--- src/source/gamePkg.sv ---
`default_nettype none

package gamePkg;

    // Datapath widths
    localparam int coordW = 9;
    localparam int healthW = 7;
    localparam int respawnW = 10;

    // Attack box and sprite geometry in pixels
    localparam int attackShort = 16;
    localparam int attackLong = 80;
    localparam int enemySize = 26;

    // Register reset values
    localparam logic [healthW-1:0] damageReset = 7'd100;
    localparam logic [respawnW-1:0] respawnReset = 10'd200;

    typedef enum logic [1:0] {
        dirDown = 2'd0,
        dirLeft = 2'd1,
        dirUp = 2'd2,
        dirRight = 2'd3
    } dirE;

    // APB register map
    typedef enum logic [3:0] {
        regCtrl = 4'h0,
        regDamage = 4'h4,
        regRespawn = 4'h8,
        regStatus = 4'hC
    } regAddrE;

endpackage

`default_nettype wire
--- src/source/lifeCtrlIf.sv ---
`timescale 1ns/1ps
`default_nettype none

interface lifeCtrlIf;

    // Configuration from the register block
    logic [gamePkg::healthW-1:0] damage;
    logic [gamePkg::respawnW-1:0] respawnTime;
    logic scoreClear;

    // Status from the life tracker
    logic [7:0] score;
    logic [gamePkg::healthW-1:0] health;
    logic alive;

    modport regs (
        output damage,
        output respawnTime,
        output scoreClear,
        input score,
        input health,
        input alive
    );

    modport life (
        input damage,
        input respawnTime,
        input scoreClear,
        output score,
        output health,
        output alive
    );

endinterface

`default_nettype wire

--- src/source/gameLogicTop.sv ---
`timescale 1ns/1ps
`default_nettype none

module gameLogicTop #(
    parameter int MaxHealth = 100,
    parameter int TickDivide = 4
) (
    input wire Clk,
    input wire rstN,
    input wire frameClk,
    input wire attackOn,
    input wire [1:0] playerDirection,
    input wire [gamePkg::coordW-1:0] attackX,
    input wire [gamePkg::coordW-1:0] attackY,
    input wire [gamePkg::coordW-1:0] enemyX,
    input wire [gamePkg::coordW-1:0] enemyY,
    input wire psel,
    input wire penable,
    input wire pwrite,
    input wire [3:0] paddr,
    input wire [31:0] pwdata,
    output logic [31:0] prdata,
    output logic pready,
    output logic pslverr,
    output logic enemyAlive,
    output logic [7:0] score
);

    logic tick;
    logic hit;

    lifeCtrlIf lifeLink ();

    frameTick #(
        .TickDivide(TickDivide)
    ) uFrameTick (
        .Clk(Clk),
        .rstN(rstN),
        .frameClk(frameClk),
        .tick(tick)
    );

    attackHitDetect uHitDetect (
        .Clk(Clk),
        .rstN(rstN),
        .attackOn(attackOn),
        .playerDirection(gamePkg::dirE'(playerDirection)),
        .attackX(attackX),
        .attackY(attackY),
        .enemyX(enemyX),
        .enemyY(enemyY),
        .hit(hit)
    );

    enemyLife #(
        .MaxHealth(MaxHealth)
    ) uEnemyLife (
        .Clk(Clk),
        .rstN(rstN),
        .hit(hit),
        .tick(tick),
        .ctrl(lifeLink.life)
    );

    gameRegs uGameRegs (
        .Clk(Clk),
        .rstN(rstN),
        .psel(psel),
        .penable(penable),
        .pwrite(pwrite),
        .paddr(paddr),
        .pwdata(pwdata),
        .prdata(prdata),
        .pready(pready),
        .pslverr(pslverr),
        .ctrl(lifeLink.regs)
    );

    assign enemyAlive = lifeLink.alive;
    assign score = lifeLink.score;

endmodule

`default_nettype wire

--- src/source/gameRegs.sv ---
`timescale 1ns/1ps
`default_nettype none

module gameRegs (
    input wire Clk,
    input wire rstN,
    input wire psel,
    input wire penable,
    input wire pwrite,
    input wire [3:0] paddr,
    input wire [31:0] pwdata,
    output logic [31:0] prdata,
    output logic pready,
    output logic pslverr,
    lifeCtrlIf.regs ctrl
);

    localparam int HealthW = gamePkg::healthW;
    localparam int RespawnW = gamePkg::respawnW;

    logic access;
    logic addrValid;
    gamePkg::regAddrE regSel;
    logic [31:0] rdData;
    logic [HealthW-1:0] damageReg;
    logic [RespawnW-1:0] respawnReg;

    assign access = psel & penable;
    assign regSel = gamePkg::regAddrE'(paddr);

    // Zero-wait slave
    assign pready = 1'b1;

    always_comb begin
        addrValid = 1'b1;
        rdData = '0;
        case (regSel)
            gamePkg::regCtrl: rdData = '0;
            gamePkg::regDamage: rdData = {{(32 - HealthW){1'b0}}, damageReg};
            gamePkg::regRespawn: rdData = {{(32 - RespawnW){1'b0}}, respawnReg};
            gamePkg::regStatus: begin
                rdData = {15'd0, ctrl.alive, 1'b0, ctrl.health, ctrl.score};
            end
            default: addrValid = 1'b0;
        endcase
    end

    assign prdata = access ? rdData : '0;
    assign pslverr = access & ~addrValid;

    always_ff @(posedge Clk) begin
        if (!rstN) begin
            damageReg <= gamePkg::damageReset;
            respawnReg <= gamePkg::respawnReset;
        end else if (access && pwrite) begin
            // Status writes fall through silently
            case (regSel)
                gamePkg::regDamage: damageReg <= pwdata[HealthW-1:0];
                gamePkg::regRespawn: respawnReg <= pwdata[RespawnW-1:0];
                default: ;
            endcase
        end
    end

    // Score clear pulses for the single access cycle
    assign ctrl.scoreClear = access & pwrite & (regSel == gamePkg::regCtrl) & pwdata[0];

    assign ctrl.damage = damageReg;
    assign ctrl.respawnTime = respawnReg;

endmodule

`default_nettype wire

--- src/source/enemyLife.sv ---
`timescale 1ns/1ps
`default_nettype none

module enemyLife #(
    parameter int MaxHealth = 100
) (
    input wire Clk,
    input wire rstN,
    input wire hit,
    input wire tick,
    lifeCtrlIf.life ctrl
);

    localparam int HealthW = gamePkg::healthW;
    localparam int RespawnW = gamePkg::respawnW;
    localparam logic [HealthW-1:0] FullHealth = HealthW'(MaxHealth);

    logic [HealthW-1:0] health;
    logic [RespawnW-1:0] respawnCnt;
    logic [7:0] score;
    logic alive;

    assign alive = (health != '0);

    always_ff @(posedge Clk) begin
        if (!rstN) begin
            health <= FullHealth;
            respawnCnt <= '0;
        end else if (alive) begin
            if (hit) begin
                // Saturate at zero
                if (health > ctrl.damage) begin
                    health <= health - ctrl.damage;
                end else begin
                    health <= '0;
                end
            end
        end else if (tick) begin
            if (respawnCnt == ctrl.respawnTime) begin
                health <= FullHealth;
                respawnCnt <= '0;
            end else begin
                respawnCnt <= respawnCnt + 1'b1;
            end
        end
    end

    // Clear wins over a same-cycle hit
    always_ff @(posedge Clk) begin
        if (!rstN) begin
            score <= '0;
        end else if (ctrl.scoreClear) begin
            score <= '0;
        end else if (alive && hit && (score != 8'hFF)) begin
            score <= score + 1'b1;
        end
    end

    assign ctrl.score = score;
    assign ctrl.health = health;
    assign ctrl.alive = alive;

endmodule

`default_nettype wire

--- src/source/attackHitDetect.sv ---
`timescale 1ns/1ps
`default_nettype none

module attackHitDetect (
    input wire Clk,
    input wire rstN,
    input wire attackOn,
    input wire gamePkg::dirE playerDirection,
    input wire [gamePkg::coordW-1:0] attackX,
    input wire [gamePkg::coordW-1:0] attackY,
    input wire [gamePkg::coordW-1:0] enemyX,
    input wire [gamePkg::coordW-1:0] enemyY,
    output logic hit
);

    // One spare bit so that end points never wrap
    localparam int WideW = gamePkg::coordW + 1;
    localparam logic [WideW-1:0] Short = WideW'(gamePkg::attackShort);
    localparam logic [WideW-1:0] Long = WideW'(gamePkg::attackLong);
    localparam logic [WideW-1:0] Size = WideW'(gamePkg::enemySize);

    logic [WideW-1:0] ax;
    logic [WideW-1:0] ay;
    logic [WideW-1:0] ex;
    logic [WideW-1:0] ey;
    logic overlap;

    // Inclusive span test
    function automatic logic meets(
        input logic [WideW-1:0] aLo,
        input logic [WideW-1:0] aHi,
        input logic [WideW-1:0] bLo,
        input logic [WideW-1:0] bHi
    );
        return (aLo <= bHi) && (bLo <= aHi);
    endfunction

    assign ax = {1'b0, attackX};
    assign ay = {1'b0, attackY};
    assign ex = {1'b0, enemyX};
    assign ey = {1'b0, enemyY};

    // Left and up boxes reach below the attack point
    // Their long side is added to the enemy span instead
    always_comb begin
        case (playerDirection)
            gamePkg::dirDown: begin
                overlap = meets(ex, ex + Size, ax, ax + Short)
                       && meets(ey, ey + Size, ay, ay + Long);
            end
            gamePkg::dirLeft: begin
                overlap = meets(ex, ex + Size + Long, ax, ax)
                       && meets(ey, ey + Size, ay, ay + Short);
            end
            gamePkg::dirUp: begin
                overlap = meets(ex, ex + Size, ax, ax + Short)
                       && meets(ey, ey + Size + Long, ay, ay);
            end
            default: begin
                overlap = meets(ex, ex + Size, ax, ax + Long)
                       && meets(ey, ey + Size, ay, ay + Short);
            end
        endcase
    end

    always_ff @(posedge Clk) begin
        if (!rstN) begin
            hit <= 1'b0;
        end else begin
            hit <= attackOn && overlap;
        end
    end

endmodule

`default_nettype wire

--- src/source/frameTick.sv ---
`timescale 1ns/1ps
`default_nettype none

module frameTick #(
    parameter int TickDivide = 4
) (
    input wire Clk,
    input wire rstN,
    input wire frameClk,
    output logic tick
);

    localparam int CntW = (TickDivide > 1) ? $clog2(TickDivide) : 1;

    logic syncA;
    logic syncB;
    logic edgeSeen;
    logic [CntW-1:0] edgeCnt;

    // Rising edge of the synchronized strobe
    assign edgeSeen = syncA & ~syncB;

    always_ff @(posedge Clk) begin
        if (!rstN) begin
            syncA <= 1'b0;
            syncB <= 1'b0;
            edgeCnt <= '0;
            tick <= 1'b0;
        end else begin
            syncA <= frameClk;
            syncB <= syncA;
            tick <= 1'b0;
            if (edgeSeen) begin
                if (edgeCnt == CntW'(TickDivide - 1)) begin
                    edgeCnt <= '0;
                    tick <= 1'b1;
                end else begin
                    edgeCnt <= edgeCnt + 1'b1;
                end
            end
        end
    end

endmodule

`default_nettype wire

--- config.mk ---
export PLATFORM = sky130hd
export DESIGN_NAME = gameLogicTop
export DESIGN_NICKNAME = d
export VERILOG_FILES = /design/src/source/gamePkg.sv /design/src/source/lifeCtrlIf.sv /design/src/source/gameLogicTop.sv /design/src/source/gameRegs.sv /design/src/source/enemyLife.sv /design/src/source/attackHitDetect.sv /design/src/source/frameTick.sv
export SDC_FILE = /design/constraint.sdc
export NUM_CORES = 1
export LEC_CHECK = 0
export BUFFER_PORTS_ARGS = -buffer_cell sky130_fd_sc_hd__buf_4
export CORE_AREA = 2 2 96 98
export DETAILED_ROUTE_END_ITERATION = 6
export DIE_AREA = 0 0 98 100
export PLACE_DENSITY_LB_ADDON = 0.15
export SYNTH_ARGS = -nofsm -noshare
export SYNTH_HDL_FRONTEND = slang
export SYNTH_SLANG_ARGS = --single-unit
--- constraint.sdc ---
create_clock -name Clk -period 8.45 [get_ports Clk]
set_input_delay 0.845 -clock Clk [delete_from_list [all_inputs] [get_ports Clk]]
set_output_delay 0.845 -clock Clk [all_outputs]
set_load 0.1 [all_outputs]
Yosys cells after proc, flatten, opt, wreduce, memory -nomap -nowiden
Cells that the tools add are included.
{ "classes": {"reduce_logical": 26, "bitwise_logic": 10, "add_sub_neg": 12, "order_cmp": 11, "mux": 12, "n_eq_ne": 9} }
{ "ops": {"columns": ["op", "n"], "rows": [
  ["9-bit by 10-bit less-or-equal comparator with 1-bit output", 8],
  ["17-bit one-hot mux with 3 select lines", 1],
  ["9-bit by 5-bit adder with 10-bit output, second input constant", 4],
  ["7-bit two-way mux", 5],
  ["10-bit by 7-bit adder with 10-bit output, second input constant", 2],
  ["9-bit by 7-bit adder with 10-bit output, second input constant", 2],
  ["9-bit less-or-equal comparator", 2],
  ["17-bit two-way mux", 1],
  ["1-bit logical AND", 14],
  ["10-bit by 1-bit adder with 10-bit output, second input constant", 1],
  ["10-bit equality test", 1],
  ["10-bit two-way mux", 1],
  ["8-bit by 1-bit adder with 8-bit output, second input constant", 1],
  ["4-bit equality test, second input constant", 2],
  ["8-bit != test, second input constant", 1],
  ["2-bit AND reduction", 4],
  ["7-bit > comparator", 1],
  ["7-bit nonzero test", 1],
  ["7-bit subtractor", 1],
  ["1-bit bitwise AND", 6],
  ["2-bit equality test, second input constant", 2],
  ["4-bit by 3-bit equality test with 1-bit output, second input constant", 1],
  ["4-bit zero test", 1],
  ["1-bit NOT", 4],
  ["other kinds (11)", 13]
]} }
{ "totals": {"output_inout_bits": 43, "in_bits": 81, "ff_bits": 48, "elab_cells": 90} }

Depth between registers and ports, before layout
Gate-level depths: netlist of run 1.
{ "depth": {"word_depth": 7, "ltp_mapped": 14, "mapped_depth_nobuf": 14} }

By module
Synthesis of run 1 repeated with hierarchy kept, for this count alone.
{ "unflattened": {"cells_unflattened": 641, "hier_area_um2": 5308.8} }
{ "modules_own_cells": {"columns": ["module", "n_inst", "seq_area_each_um2", "area_each_um2", "cells_each"], "rows": [
  ["attackHitDetect", 1, 20.0, 2272.2, 290],
  ["enemyLife", 1, 500.5, 1709.1, 200],
  ["gameRegs", 1, 340.3, 1143.6, 136],
  ["frameTick", 1, 100.1, 183.9, 15]
]} }

Worst setup path after synthesis of run 1
Ideal clock, no wire load.
{ "synth_timing": {"path_type": "in2out", "startpoint": "in paddr[2]", "endpoint": "out prdata[7]", "arrival_ns": 2.873, "setup_slack_ns": 4.732, "path_stages": 4, "path_cell_list": "clkbuf_1 clkbuf_1 mux2i_1 nor2_1"} }
{ "synth_via": {"elab_chain_cells": 3, "elab_cells_between_ends": 5} }
{ "synth_rtl": {"columns": ["element", "line", "text"], "rows": [
  ["start, declared", "gameLogicTop.sv:20", "input wire [3:0] paddr,"],
  ["4-bit equality test or 4-bit by 3-bit equality test with 1-bit output (tied branches)", "gameRegs.sv:37", "case (regSel)"],
  ["17-bit one-hot mux with 3 select lines *", "gameRegs.sv:37", null],
  ["17-bit two-way mux *", "gameRegs.sv:48", "assign prdata = access ? rdData : '0;"],
  ["end, declared", "gameLogicTop.sv:22", "output logic [31:0] prdata,"]
]} }
Mark *: on every way between the ends. The rest lies on a longest branch, timed or not.

Final worst setup path of run 1
{ "layout_timing": {"startpoint": "in enemyY[1] (netlist bit)", "endpoint": "reg uHitDetect.hit"} }
{ "layout_via": {"elab_chain_cells": 7, "elab_cells_between_ends": 16} }
{ "layout_rtl": {"columns": ["element", "line", "text"], "rows": [
  ["start, declared", "gameLogicTop.sv:16", "input wire [gamePkg::coordW-1:0] enemyY,"],
  ["9-bit by 5-bit adder with 10-bit output", null, null],
  ["10-bit by 7-bit adder with 10-bit output", "attackHitDetect.sv:57", "&& meets(ey, ey + Size + Long, ay, ay);"],
  ["9-bit by 10-bit less-or-equal comparator with 1-bit output", "attackHitDetect.sv:35", "return (aLo <= bHi) && (bLo <= aHi);"],
  ["1-bit logical AND", "attackHitDetect.sv:35", null],
  ["1-bit logical AND", "attackHitDetect.sv:57", null],
  ["1-bit one-hot mux with 3 select lines *", "attackHitDetect.sv:46", "case (playerDirection)"],
  ["1-bit logical AND *", "attackHitDetect.sv:70", "hit <= attackOn && overlap;"],
  ["end signal, assigned", "attackHitDetect.sv:70", null],
  ["end, declared", "attackHitDetect.sv:13", "output logic hit"]
]} }
Marks and branches as above.
A chain may end at the register's enable or synchronous reset.

==> results.txt, run 1 <==
- Proportion of layout cells with a drive suffix above 1: 0.168
- For this block, the routed nets add up to 12.5 mm of wire.
* Destination of the worst hold path: uFrameTick.syncB$_SDFF_PN0_
- Leakage power summed over all cells: 2.71 nW
- Antenna fix cells: 0
* Number of cells after detailed placement: about 800
- The startpoint identified for the worst hold timing path is uFrameTick.syncA$_SDFF_PN0_.
* Worst Path Max Fanout: 5
- Slowest cell on crit path: a311o_1
* Min Tclk post-route: 3.41 ns
- Chip height: 100 um
* TNS Setup: 0 ns
- Maximum number of pins on one net before global-route repair: 34
- For this run, the share of the core covered by cells in the final layout is 0.655.
- The detailed router placed 4,736 vias in this run.
* Kind of cell with the highest combined delay on the critical path: compound AO/OA/AOI/OAI gates
* Port buffer count: 84
- Counting flops with a built-in enable in the synthesized netlist gives 0.
* Netlist Area Pre-Place: 5110 um2
* Non-filler cells in the finished layout: 818
* Average footprint of a synthesized cell: roughly 8.1 um2
- Once the clock tree was built, the resizer swapped 0 gates to a different size.
- TritonCTS created 5 clock buffers.
- In this run the deepest clock path goes through 2 buffers.
- At the end of routability-driven placement, the weighted congestion stood at just over 0.9.
* Critical Path End Type: flip-flop
* Power density of the placed cells: 108 nW/um2
- The wire-length estimate of the detail-placed layout is between 10 and 15 mm.
* Clock latency on the worst-skew pair: ~0.3 ns
- Startpoint Class: input pin
* Number of global-route vias before repair: ~4,500
- Number of different library cells in the post-synthesis netlist: 73
- 1st-iter DRT viols: 146
* Number of top-level pins: 124
- Largest clock skew in the final design: 0.00388 ns
- Clock-pin slew was measured on the worst setup and hold paths at 0.08 ns.
* Std-Cell Rows: 35
- For this configuration, the core starts out at a cell density of 0.575.
- Internal reg-to-reg setup slack: 6.22 ns
- Among all flip-flop cells after synthesis, the most frequent one is dfxtp_1.
- Length in cells of the worst reg-to-reg path: 5
* Total Routing Usage GR: 0.251
* Layout overhead on the synthesized area: 13.9%
- The die covers 9800 um2.
- Setup repair after global routing left no endpoint under its margin.
* Fraction of registers with async set or reset after synthesis: 0
- Worst R2R End: uEnemyLife.ctrl.health[3]$_SDFFE_PN0P_
* CP cell instances: buf_4 > ha_1 > nor3_2 > xnor2_1 > ha_1 > xnor2_1 > ha_1 > and4_1 > a311o_1 > a311o_1 > a32oi_1 > o32ai_1
* Initial antenna violation count: 0
* Achievable clock frequency: ~290 MHz
* GRT Residual Overflow: 0
- Tracing the worst setup path back leads to its startpoint at enemyY[1].
- Setup violation total in the final timing report: 0
* Global-route wire length before repair: 20.6 mm
* Post-CTS setup repair buffer count: 0
- IR analysis of the VDD net gives a maximum drop of 63.8 uV.
* Seq cells post-synth: 48
- Synthesis handed over a netlist of roughly 630 instances.
- The tool flagged a number of max-cap violations equal to 0.
* CORE AREA: 8890 um2
- Most Frequent Cell on Critical Path: ha_1
- On the worst path, the slowest cell contributes a delay of 0.34 ns.
- DR DRC count: 0
- Of the available clock period, the critical path in the final layout requires 0.403.
- For this design, the sink count on the clock tree is 48.
- Counting instances, the worst hold path has a depth of 1.
* CTS tree: yes
* Final routed wire length divided by cell count: 15.3 um
- Kind of path behind the tightest hold check: flip-flop to flip-flop
- R2R Path Start: uEnemyLife.ctrl.health[3]$_SDFFE_PN0P_
- Cell chosen for the clock root: clkbuf_8
* Post-layout net count: 867
- The critical path is of the input pin to flip-flop type.
* Quantity of hold-fixing buffers added after cts: 0
- Count of endpoints failing hold in the final timing report: 0
- Average via count per standard cell: 5.79
- For this run, the register share of the synthesized area comes to 0.188.
- Detailed-routing iteration count for the pre-antenna-repair pass: 5
* Horizontal die dimension: 98 um
* H-tree depth reported by CTS: 2
- Required arrival time at the worst endpoint: 8.63 ns
* Buffers & Inverters on Critical Path: 1
* Transition time of the tightest slew-check pin: just over 0.6 ns
- CP arrival: 3.59 ns
- During synthesis, Yosys emitted a total of 0 warnings.
- Remaining antenna violation count: 0
- The number of slew-limit violations in the final report was 0.
* Run status: complete, no violations
* Max-Slew Margin vs Limit: 0.587
final cells by class:
cell class              count  area [um2]
clock buffers               6        72.6
clock inverters             1        5.00
fillers                   782        3070
inverters                  55         206
multi-input cells         513        3800
flip-flops and latches     48         961
well taps                 111         139
repair buffers             84         631
sequential cells by signal, indices dropped and copies added (netlist names):
register,cells
uEnemyLife.respawnCnt,10
uGameRegs.ctrl.respawnTime,10
uEnemyLife.ctrl.score,8
uEnemyLife.ctrl.health,7
uGameRegs.ctrl.damage,7
uFrameTick.edgeCnt,2
uFrameTick.syncA,1
uFrameTick.syncB,1
uFrameTick.tick,1
uHitDetect.hit,1
kinds of logic after synthesis:
family,share of synthesized area
other cells,0.00147
mux,0.0363
simple gates,0.218
fa+ha+maj,0.195
compound gates,0.187
buf+inv,0.0779
flops,0.188
xor+xnor,0.0960
metal layers:
layer  global-route usage  share of wire  vias to the layer above
met5                    0              0                        -
met4               0.0694          0.017                        0
met3               0.0258          0.055                       18
met2                0.466           0.51                      143
met1                0.309           0.42                     2210
li1                     -              -                     2365
through the flow:
step	area (um2)	total power, W	worst slack (ns)	hold slack, ns
finish	5820	0.000628	5.04	0.464
global route	5820	0.000670	4.83	0.497
CTS	5820	0.000630	5.06	0.469
detailed placement	5740	0.000504	4.73	0.450
global placement	5740	0.000494	4.80	0.435
floorplan	5160	0.000436	4.73	0.427
worst reg2reg max path, cell delays in order (launching register included):
cell and delay [ns]:
dfxtp_1 0.38, nor4_4 0.34, and3_1 0.47, and4_2 0.37, nand2b_1 0.41, o32ai_1 0.13
cells in the mapped netlist (8+ instances only):
cell type	n	area share
inv_1	55	0.040
mux2i_1	8	0.016
dfxtp_1	48	0.19
nor3_1	14	0.014
nand3_1	21	0.021
xnor2_1	27	0.046
clkbuf_1	12	0.0088
nand4_1	10	0.012
nor2b_1	11	0.013
nor2_1	47	0.035
xor2_1	29	0.050
ha_1	78	0.19
a21boi_0	16	0.024
a21oi_1	22	0.022
buf_4	18	0.026
nand2_1	57	0.042
and3_1	13	0.016
o21ai_0	19	0.019
worst max path at each step:
| stage | end | slack, ns | cells after the start |
|---|---|---|---|
| 4_1_cts | uHitDetect.hit$_SDFF_PN0_ | 5.06 | 12 |
| 2_1_floorplan | prdata[7] | 4.73 | 4 |
| 3_3_place_gp | uHitDetect.hit$_SDFF_PN0_ | 4.80 | 12 |
| 5_1_grt | uHitDetect.hit$_SDFF_PN0_ | 4.83 | 15 |
| 6_report | uHitDetect.hit$_SDFF_PN0_ | 5.04 | 12 |
| 3_5_place_dp | uHitDetect.hit$_SDFF_PN0_ | 4.73 | 12 |
where the power goes:
| part | leakage [nW] | total (W) | internal (W) | switching (W) |
|---|---|---|---|---|
| combinational | 2.28 | 0.000267 | 0.000106 | 0.000161 |
| sequential | 0.388 | 0.000233 | 0.000229 | 0.00000385 |
| clock | 0.0410 | 0.000129 | 0.0000564 | 0.0000724 |
| total | 2.71 | 0.000628 | 0.000391 | 0.000237 |
cell usage in the layout, fill, tap and decap left out, drive strengths merged, types with 7 or more instances in the layout:
master  instances
ha             78
a21oi          24
a211oi          7
nor2           48
nor3           16
nand2          57
nand4          11
nand3          21
and3           14
xor2           29
conb           17
mux2            9
a21boi         16
inv            55
xnor2          27
o21ai          23
nor2b          11
mux2i           8
dfxtp          48
a22oi           8
o21a            7
buf            84
Power figures use the tool's default switching activity.
==> run 2: changes to the inputs <==
ABC_AREA = 1   (was unset)
CORE_AREA = 2 2 101 103   (was 2 2 96 98)
DIE_AREA = 0 0 103 105   (was 0 0 98 100)
clock period = 3.2 ns   (was 8.45 ns; I/O delays follow)
==> run 2 against run 1 <==
  * Worst hold slack lost 0.27 ns
  * Die area grew 10%
  * Wire length grew 2.3%
  * Count of clock-buffer cells in the layout is the same
  * Critical path type unchanged
  * Largest cell class unchanged
  * Highest routed layer unchanged
==> results.txt, run 2 <==
* Achievable clock frequency: 384 MHz
- The total count of hold-check failures in the final report came to 0.
* Total internal power: 0.00103 W
- Entering global routing, the biggest net connects 28 pins.
- The critical path in this run is classified as input pin to flip-flop.
- The first routing iteration left 192 violations.
* Total Routed Length: 12.8 mm
- The largest total area in the synthesized netlist belongs to ha_1.
- In this run the critical register-to-register path is launched from uEnemyLife.ctrl.health[0]$_SDFFE_PN0P_.
* Antenna fix cells: 0
- Detailed routing inserted a total of around 5,400 vias.
* Seq cells post-synth: 48
- GRT Residual Overflow: 0
* Chip height: 105 um
- The die covers 10,800 um2.
- Number of top-level pins: about 120
* Sequential cell fraction of total power: 0.359
- Commonest non-fill, non-tap cell in the layout: nand2_1
* Cell chosen for the clock root: clkbuf_8
* CTS tree: yes
- Of the total power, combinational logic draws 0.413.
- The path with the worst hold slack has its endpoint at uFrameTick.syncA$_SDFF_PN0_.
- The slowest stage of the critical path belongs to the cell ha_1.
- In this design, the stage delay of the slowest critical-path cell is 0.27 ns.
- Clock-pin slew on the worst setup and hold paths: 0.09 ns
* Layout overhead on the synthesized area: 15.2%
* Setup violation total in the final timing report: 0
- Most Frequent Cell on Critical Path: nand2_1
- Fraction of registers with async set or reset after synthesis: 0
- Proportion of layout cells with a drive suffix above 1: 0.129
- For this design the total switching power over the nets is 0.000682 W.
* Clock network power share: 0.229
* Internal reg-to-reg setup slack: about 1.2 ns
- Number of global-route vias before repair: 4,944
* Run status: complete, no violations
* Sequential-to-total area share from yosys stat: 0.182
* Min Tclk post-route: 2.61 ns
* Number of logic stages on the critical path including buffering: 20
- Each instance of the synthesized netlist takes up on average 6.30 um2.
* Top_reg_cell synth: dfxtp_1
- Once detail routing completed, the nets flagged for antenna violations numbered 0.
- Worst Path Max Fanout: 4
* RSZ-0062 raised after global routing: no
- STA classifies the critical path endpoint as a flip-flop.
- After detailed routing, the average wire length per cell comes to 12.1 um.
* Post-CTS setup repair buffer count: 0
- Number of enable flip-flop cells after synthesis: 0
- The initial antenna violation count is 0.
* H-tree depth reported by CTS: 2
- Clock buffers created by TritonCTS: 5
- On the final layout, the worst clock skew is 0.00943 ns.
* Quantity of hold-fixing buffers added after cts: 0
- Resized Gates After CTS: 0
* Final Cycle Share: 0.815
- In the post-synthesis netlist, the biggest area contributors are ha_1, dfxtp_1, nand2_1, inv_1, nor2_1.
* Cell with the most instances after synthesis: nand2_1
* Final weighted congestion of routability-driven global placement: 0.899
- The library cells used most frequently in the layout, excluding fill and tap cells, are nand2_1, inv_1, buf_4.
- In this run the power density over the cells is 281 nW/um2.
- Number of different library cells in the post-synthesis netlist: 41
- Initial cell density of the core: 0.549
- DP HPWL: 10.8 mm
- Clock latency on the worst-skew pair: ~0.31 ns
- IR analysis of the VDD net gives a maximum drop of between 150 and 200 uV.
- Post-synthesis cell count: 840
- Detailed-routing iteration count for the pre-antenna-repair pass: 5
- The final layout contains 1,085 nets.
- Along the worst hold path, the cell count comes to 3.
* Synthesis warning total: 0
- The initialized floorplan defines 36 standard-cell rows.
- In this run the critical register-to-register path is captured at uEnemyLife.ctrl.health[6]$_SDFFE_PN1P_.
- Hold Slack: 0.194 ns
- Data arrives at the worst endpoint at 2.80 ns.
- DR DRC count: 0
- The cell family contributing the most delay on the critical path is simple AND/OR/NAND/NOR gates.
- Startpoint Class: input pin
- The tightest min-delay check is of the input pin to flip-flop type.
- The count of buffers added on input and output ports is 84.
* Power consumption: 0.00171 W
- The share of synthesized area in the top cell type comes to 0.184.
* Total Routing Usage GR: 0.241
- The cell area that synthesis handed to floorplanning was between 5000 and 6000 um2.
- Buffers & Inverters on Critical Path: 3
* Count of maximum capacitance violations: 0
- The number of slew-limit violations in the final report was 0.
- Buffer depth of the longest clock path: 2
- Dividing the detail-routed via count by the number of cells gives ~5.1.
- TNS Setup: 0 ns
* Fraction of power spent switching nets: 0.399
- Length in cells of the worst reg-to-reg path: 13
- The startpoint identified for the worst hold timing path is frameClk.
* CP cell instances: buf_4 > ha_1 > nor2_1 > nand3_1 > nand2_1 > inv_1 > ha_1 > inv_1 > nand2_1 > nand2_1 > xor2_1 > ha_1 > and3_1 > and3_1 > a21oi_1 > nand3_1 > nand2_1 > nand2_1 > a21oi_1 > nor2_1
* Horizontal die dimension: 103 um
* Required arrival time at the worst endpoint: 3.40 ns
- The first global-routing pass estimated 21.5 mm of wire.
- The analysis attributes to cell leakage a power of roughly 3.4 nW.
- Most frequent cells after synthesis: nand2_1, inv_1, nor2_1, ha_1, a21oi_1
* CORE AREA: between 9000 and 10,000 um2
* Clock Sinks: 48
- The layout has around 1,000 filler cells.
run 2: layout make-up:
class / count / area [um2] / share of cell area
clock inverters: 2 / 13.8 / 0.00226
flip-flops and latches: 48 / 961 / 0.158
multi-input cells: 622 / 3630 / 0.595
well taps: 133 / 166 / 0.0273
clock buffers: 6 / 82.6 / 0.0135
inverters: 164 / 617 / 0.101
repair buffers: 84 / 631 / 0.103
run 2: how the worst max path moves through the flow:
stage	startpoint	endpoint
2_1_floorplan	uEnemyLife.ctrl.score[7]$_SDFFE_PP0P_	prdata[7]
3_3_place_gp	enemyX[1]	uHitDetect.hit$_SDFF_PN0_
3_5_place_dp	enemyX[1]	uHitDetect.hit$_SDFF_PN0_
4_1_cts	enemyX[1]	uHitDetect.hit$_SDFF_PN0_
5_1_grt	enemyX[1]	uHitDetect.hit$_SDFF_PN0_
6_report	enemyX[1]	uHitDetect.hit$_SDFF_PN0_
run 2: power groups by stage:
stage	Combinational (W)	Clock, W	Sequential, W
2_1_floorplan	0.000522	0	0.000637
3_3_place_gp	0.000684	0	0.000627
3_5_place_dp	0.000704	0	0.000628
4_1_cts	0.000707	0.000400	0.000614
5_1_grt	0.000806	0.000424	0.000615
6_report	0.000706	0.000391	0.000614
run 2: per-layer routing:
layer | vias to the layer above | GRT usage | wire [um]
met2 | 155 | 0.441 | 6480
met5 | - | 0 | 0
met1 | 2370 | 0.301 | 5610
met4 | 0 | 0.0573 | 165
li1 | 2827 | - | -
met3 | 14 | 0.0187 | 556
run 2: kinds of logic after synthesis:
group,count (synthesis),synth area share
AO/OA/AOI/OAI,122,0.133
AND/OR/NAND/NOR,378,0.308
buffers and inverters,185,0.144
adder cells (fa/ha/maj),79,0.188
flip-flops,48,0.182
XOR/XNOR,26,0.0444
other,2,0.00142
run 2: worst register-to-register path, cell delays in order, from the launching register on:
cell	delay [ns]
dfxtp_1	0.34
inv_2	0.06
ha_1	0.13
inv_1	0.06
fa_1	0.41
nand3_1	0.10
nand3_1	0.12
a21oi_1	0.15
nor2_1	0.05
nor2_1	0.10
xor2_1	0.14
o21ai_0	0.08
nand2_1	0.06
nand3_1	0.06
run 2: metrics by stage:
step | instances | utilization | cell area (um2) | worst slack [ns]
2_1_floorplan | 855 | - | 5350 | 0.314
3_3_place_gp | 1051 | 0.623 | 6000 | 0.384
3_5_place_dp | 1051 | 0.623 | 6000 | 0.287
4_1_cts | 1059 | 0.633 | 6100 | 0.602
5_1_grt | 1059 | 0.633 | 6100 | 0.304
6_report | 1059 | 0.633 | 6100 | 0.593
==> run 3: changes to the inputs <==
clock period = 2.4 ns   (was 3.2 ns; I/O delays follow)
==> run 3 against run 2 <==
  * Worst setup slack worse by 0.45 ns
  * Wire length is 4.2% higher
  * Combinational power is 44% higher
  * Register-to-register slack worse by 0.82 ns
  * Clock skew is 0.0023 ns lower
  * Worst hold slack worse by 0.083 ns
  * Count of clock-buffer cells in the layout is 1 lower
  * Power is 42% higher
  * Largest cell class unchanged
  * Critical path depth is 1 higher
  * Die area stayed put
  * Cell area is 4.4% higher
==> results.txt, run 3 (synthesis gave the netlist of run 2 again) <==
- For this design the ratio of total power to cell area is 382 nW/um2.
* CP arrival: 2.47 ns
- For the worst setup path, the data required time is approximately 2.6 ns.
* TNS Setup: 0 ns
- In the final routed layout, each cell accounts on average for 12.3 um.
* Run status: complete, no violations
* CORE AREA: 9640 um2
- Commonest cells after routing, fill and taps aside: nand2_1, inv_1, buf_4
- For the pin with the worst max-slew slack, the measured transition is 0.495 ns.
* Setup violation total in the final timing report: 0
* Number of pins exceeding their max-slew limit in the final report: 0
* Non-filler cells in the finished layout: between 1,000 and 1,500
- Type of the worst setup path: input pin to flip-flop
- DP HPWL: 11.2 mm
* Die ar.: 10,800 um2
* Remaining antenna violation count: 0
* Horizontal die dimension: between 100 and 150 um
* Worst-case vdd ir drop: 190 uV
- At the end of routability-driven placement, the weighted congestion stood at 0.962.
* Number of cells after detailed placement: 1,071
- After clock tree synthesis, the flow added hold-fix buffers numbering 0.
- The worst setup path is launched from an input pin.
- Critical Path End Type: flip-flop
- Area occupied by multi-input gates: between 3000 and 4000 um2
- Proportion of layout cells with a drive suffix above 1: 0.166
- The tool flagged a number of max-cap violations equal to 0.
- Cell chosen for the clock root: clkbuf_8
- Average via count per standard cell: 5.07
- TritonCTS built the clock tree.
- The repair_antennas step left the layout with diodes totalling 0.
- Leakage power summed over all cells: 3.53 nW
- Leaving out fill and tap cells, the most frequent cell in the layout is nand2_1.
* Global-route wire length before repair: 22.1 mm
- Number of top-level pins: 124
* Post-layout net count: 1,108
- Buffer depth of the longest clock path: 2
- Maximum number of pins on one net before global-route repair: 28
* Placement-stage worst setup slack: -0.313 ns
- Counting the fill cells in the layout gives 916.
* Chip height: about 110 um
* Layout overhead on the synthesized area: 20.3%
- Derived from the worst setup path, the maximum achievable clock frequency is 443 MHz.
- Once layout is complete, the utilization of the core stands at 0.661.
- For this run, the detailed router's first-pass iteration total came to 4.
- 1st-iter DRT viols: 182
* Std-Cell Rows: 36
- For this run, the total global-route usage over all layers was measured as 0.247.
* Worst Setup Slack, final: roughly 0.14 ns
- Dividing the final minimum period by the clock period gives 0.940.
- Clock buffers created by TritonCTS: 5
* DR DRC count: 0
* H-tree depth reported by CTS: 2
* Largest clock skew in the final design: 0.00713 ns
* Initial antenna violation count: 0
* CP max stage delay: 0.31 ns
* GRT Residual Overflow: 0
- The routed design has roughly 13 mm of wire.
- Initial cell density of the core: 0.549
- Counting I/O delays and the setup requirement, the final critical path takes 2.26 ns.
- Kind of path behind the tightest hold check: input pin to flip-flop
- Most Frequent Cell on Critical Path: nand2_1
- The slowest stage of the critical path is the ha_1 cell.
- At the later pin of the worst-skew pair, clock insertion delay measures 0.31 ns.
- Traced cell by cell, the critical path runs through buf_4 > ha_4 > nor2_4 > nand2_2 > nand2_2 > nand2_2 > inv_2 > ha_4 > inv_1 > nand2_1 > nand2_1 > xor2_1 > ha_1 > and3_4 > and3_4 > a21oi_2 > nand3_1 > nand2_1 > nand2_1 > a21oi_2 > nor2_1.
- The total count of hold-check failures in the final report came to 0.
- Worst Path Max Fanout: 2
* Max-Slew Margin vs Limit: 0.668
* Number of global-route vias before repair: 5,093
* Area of all sequential standard cells: 961 um2
- The clock drives 48 sinks.
- After clock tree synthesis, the clock-pin slew on the worst setup and hold paths is 0.09 ns.
- Total via count after detailed routing: 5,488
- In this run the tool buffered the top-level ports with 84 buffer cells.
run 3: power breakdown:
| part | switching [W] | internal, W | leakage [nW] |
|---|---|---|---|
| clock network | 0.000290 | 0.000309 | 0.0541 |
| registers | 0.00000916 | 0.000809 | 0.388 |
| logic | 0.000641 | 0.000377 | 3.09 |
run 3: layout make-up:
class | count | area share
flip-flops and latches | 48 | 0.151
repair buffers | 107 | 0.126
well taps | 133 | 0.0261
inverters | 164 | 0.0969
multi-input cells | 622 | 0.582
clock inverters | 3 | 0.00668
clock buffers | 5 | 0.0108
run 3: repair_timing:
item	CTS	global route
buffers inserted	0	3
resized for setup	0	18
setup endpoints to repair	0	1
run 3: worst paths after layout:
kind                                                from                                      to  slack (ns)  cells past startpoint
setup / recovery                               enemyX[2]               uHitDetect.hit$_SDFF_PN0_        0.14                     21
hold / removal                                  frameClk             uFrameTick.syncA$_SDFF_PN0_        0.11                      3
setup reg to reg  uEnemyLife.ctrl.health[0]$_SDFFE_PN0P_  uEnemyLife.ctrl.health[6]$_SDFFE_PN1P_        0.39                     13
hold reg to reg              uFrameTick.syncA$_SDFF_PN0_             uFrameTick.syncB$_SDFF_PN0_        0.44                      2
run 3: per-layer routing:
layer,vias to the layer above,share of wire,GRT usage
met3,13,0.046,0.0147
met4,0,0.012,0.0545
met5,-,0,0
met2,162,0.51,0.454
li1,2866,-,-
met1,2447,0.44,0.309
run 3: worst max-delay path, delay by kind of cell:
| kind | cells | cell delay, ns |
|---|---|---|
| buffers and inverters | 3 | 0.22 |
| adders and majority gates | 3 | 0.60 |
| and+or+nand+nor | 12 | 1.06 |
| AOI/OAI and AO/OA | 2 | 0.21 |
| xor gates and xnor gates | 1 | 0.14 |
run 3: stage by stage:
stage / total power (W) / hold slack, ns / area [um2]
floorplan: 0.00155 / 0.338 / 5360
global placement: 0.00178 / 0.421 / 6160
detailed placement: 0.00181 / 0.429 / 6160
CTS: 0.00241 / 0.105 / 6270
global route: 0.00260 / 0.121 / 6370
finish: 0.00243 / 0.111 / 6370
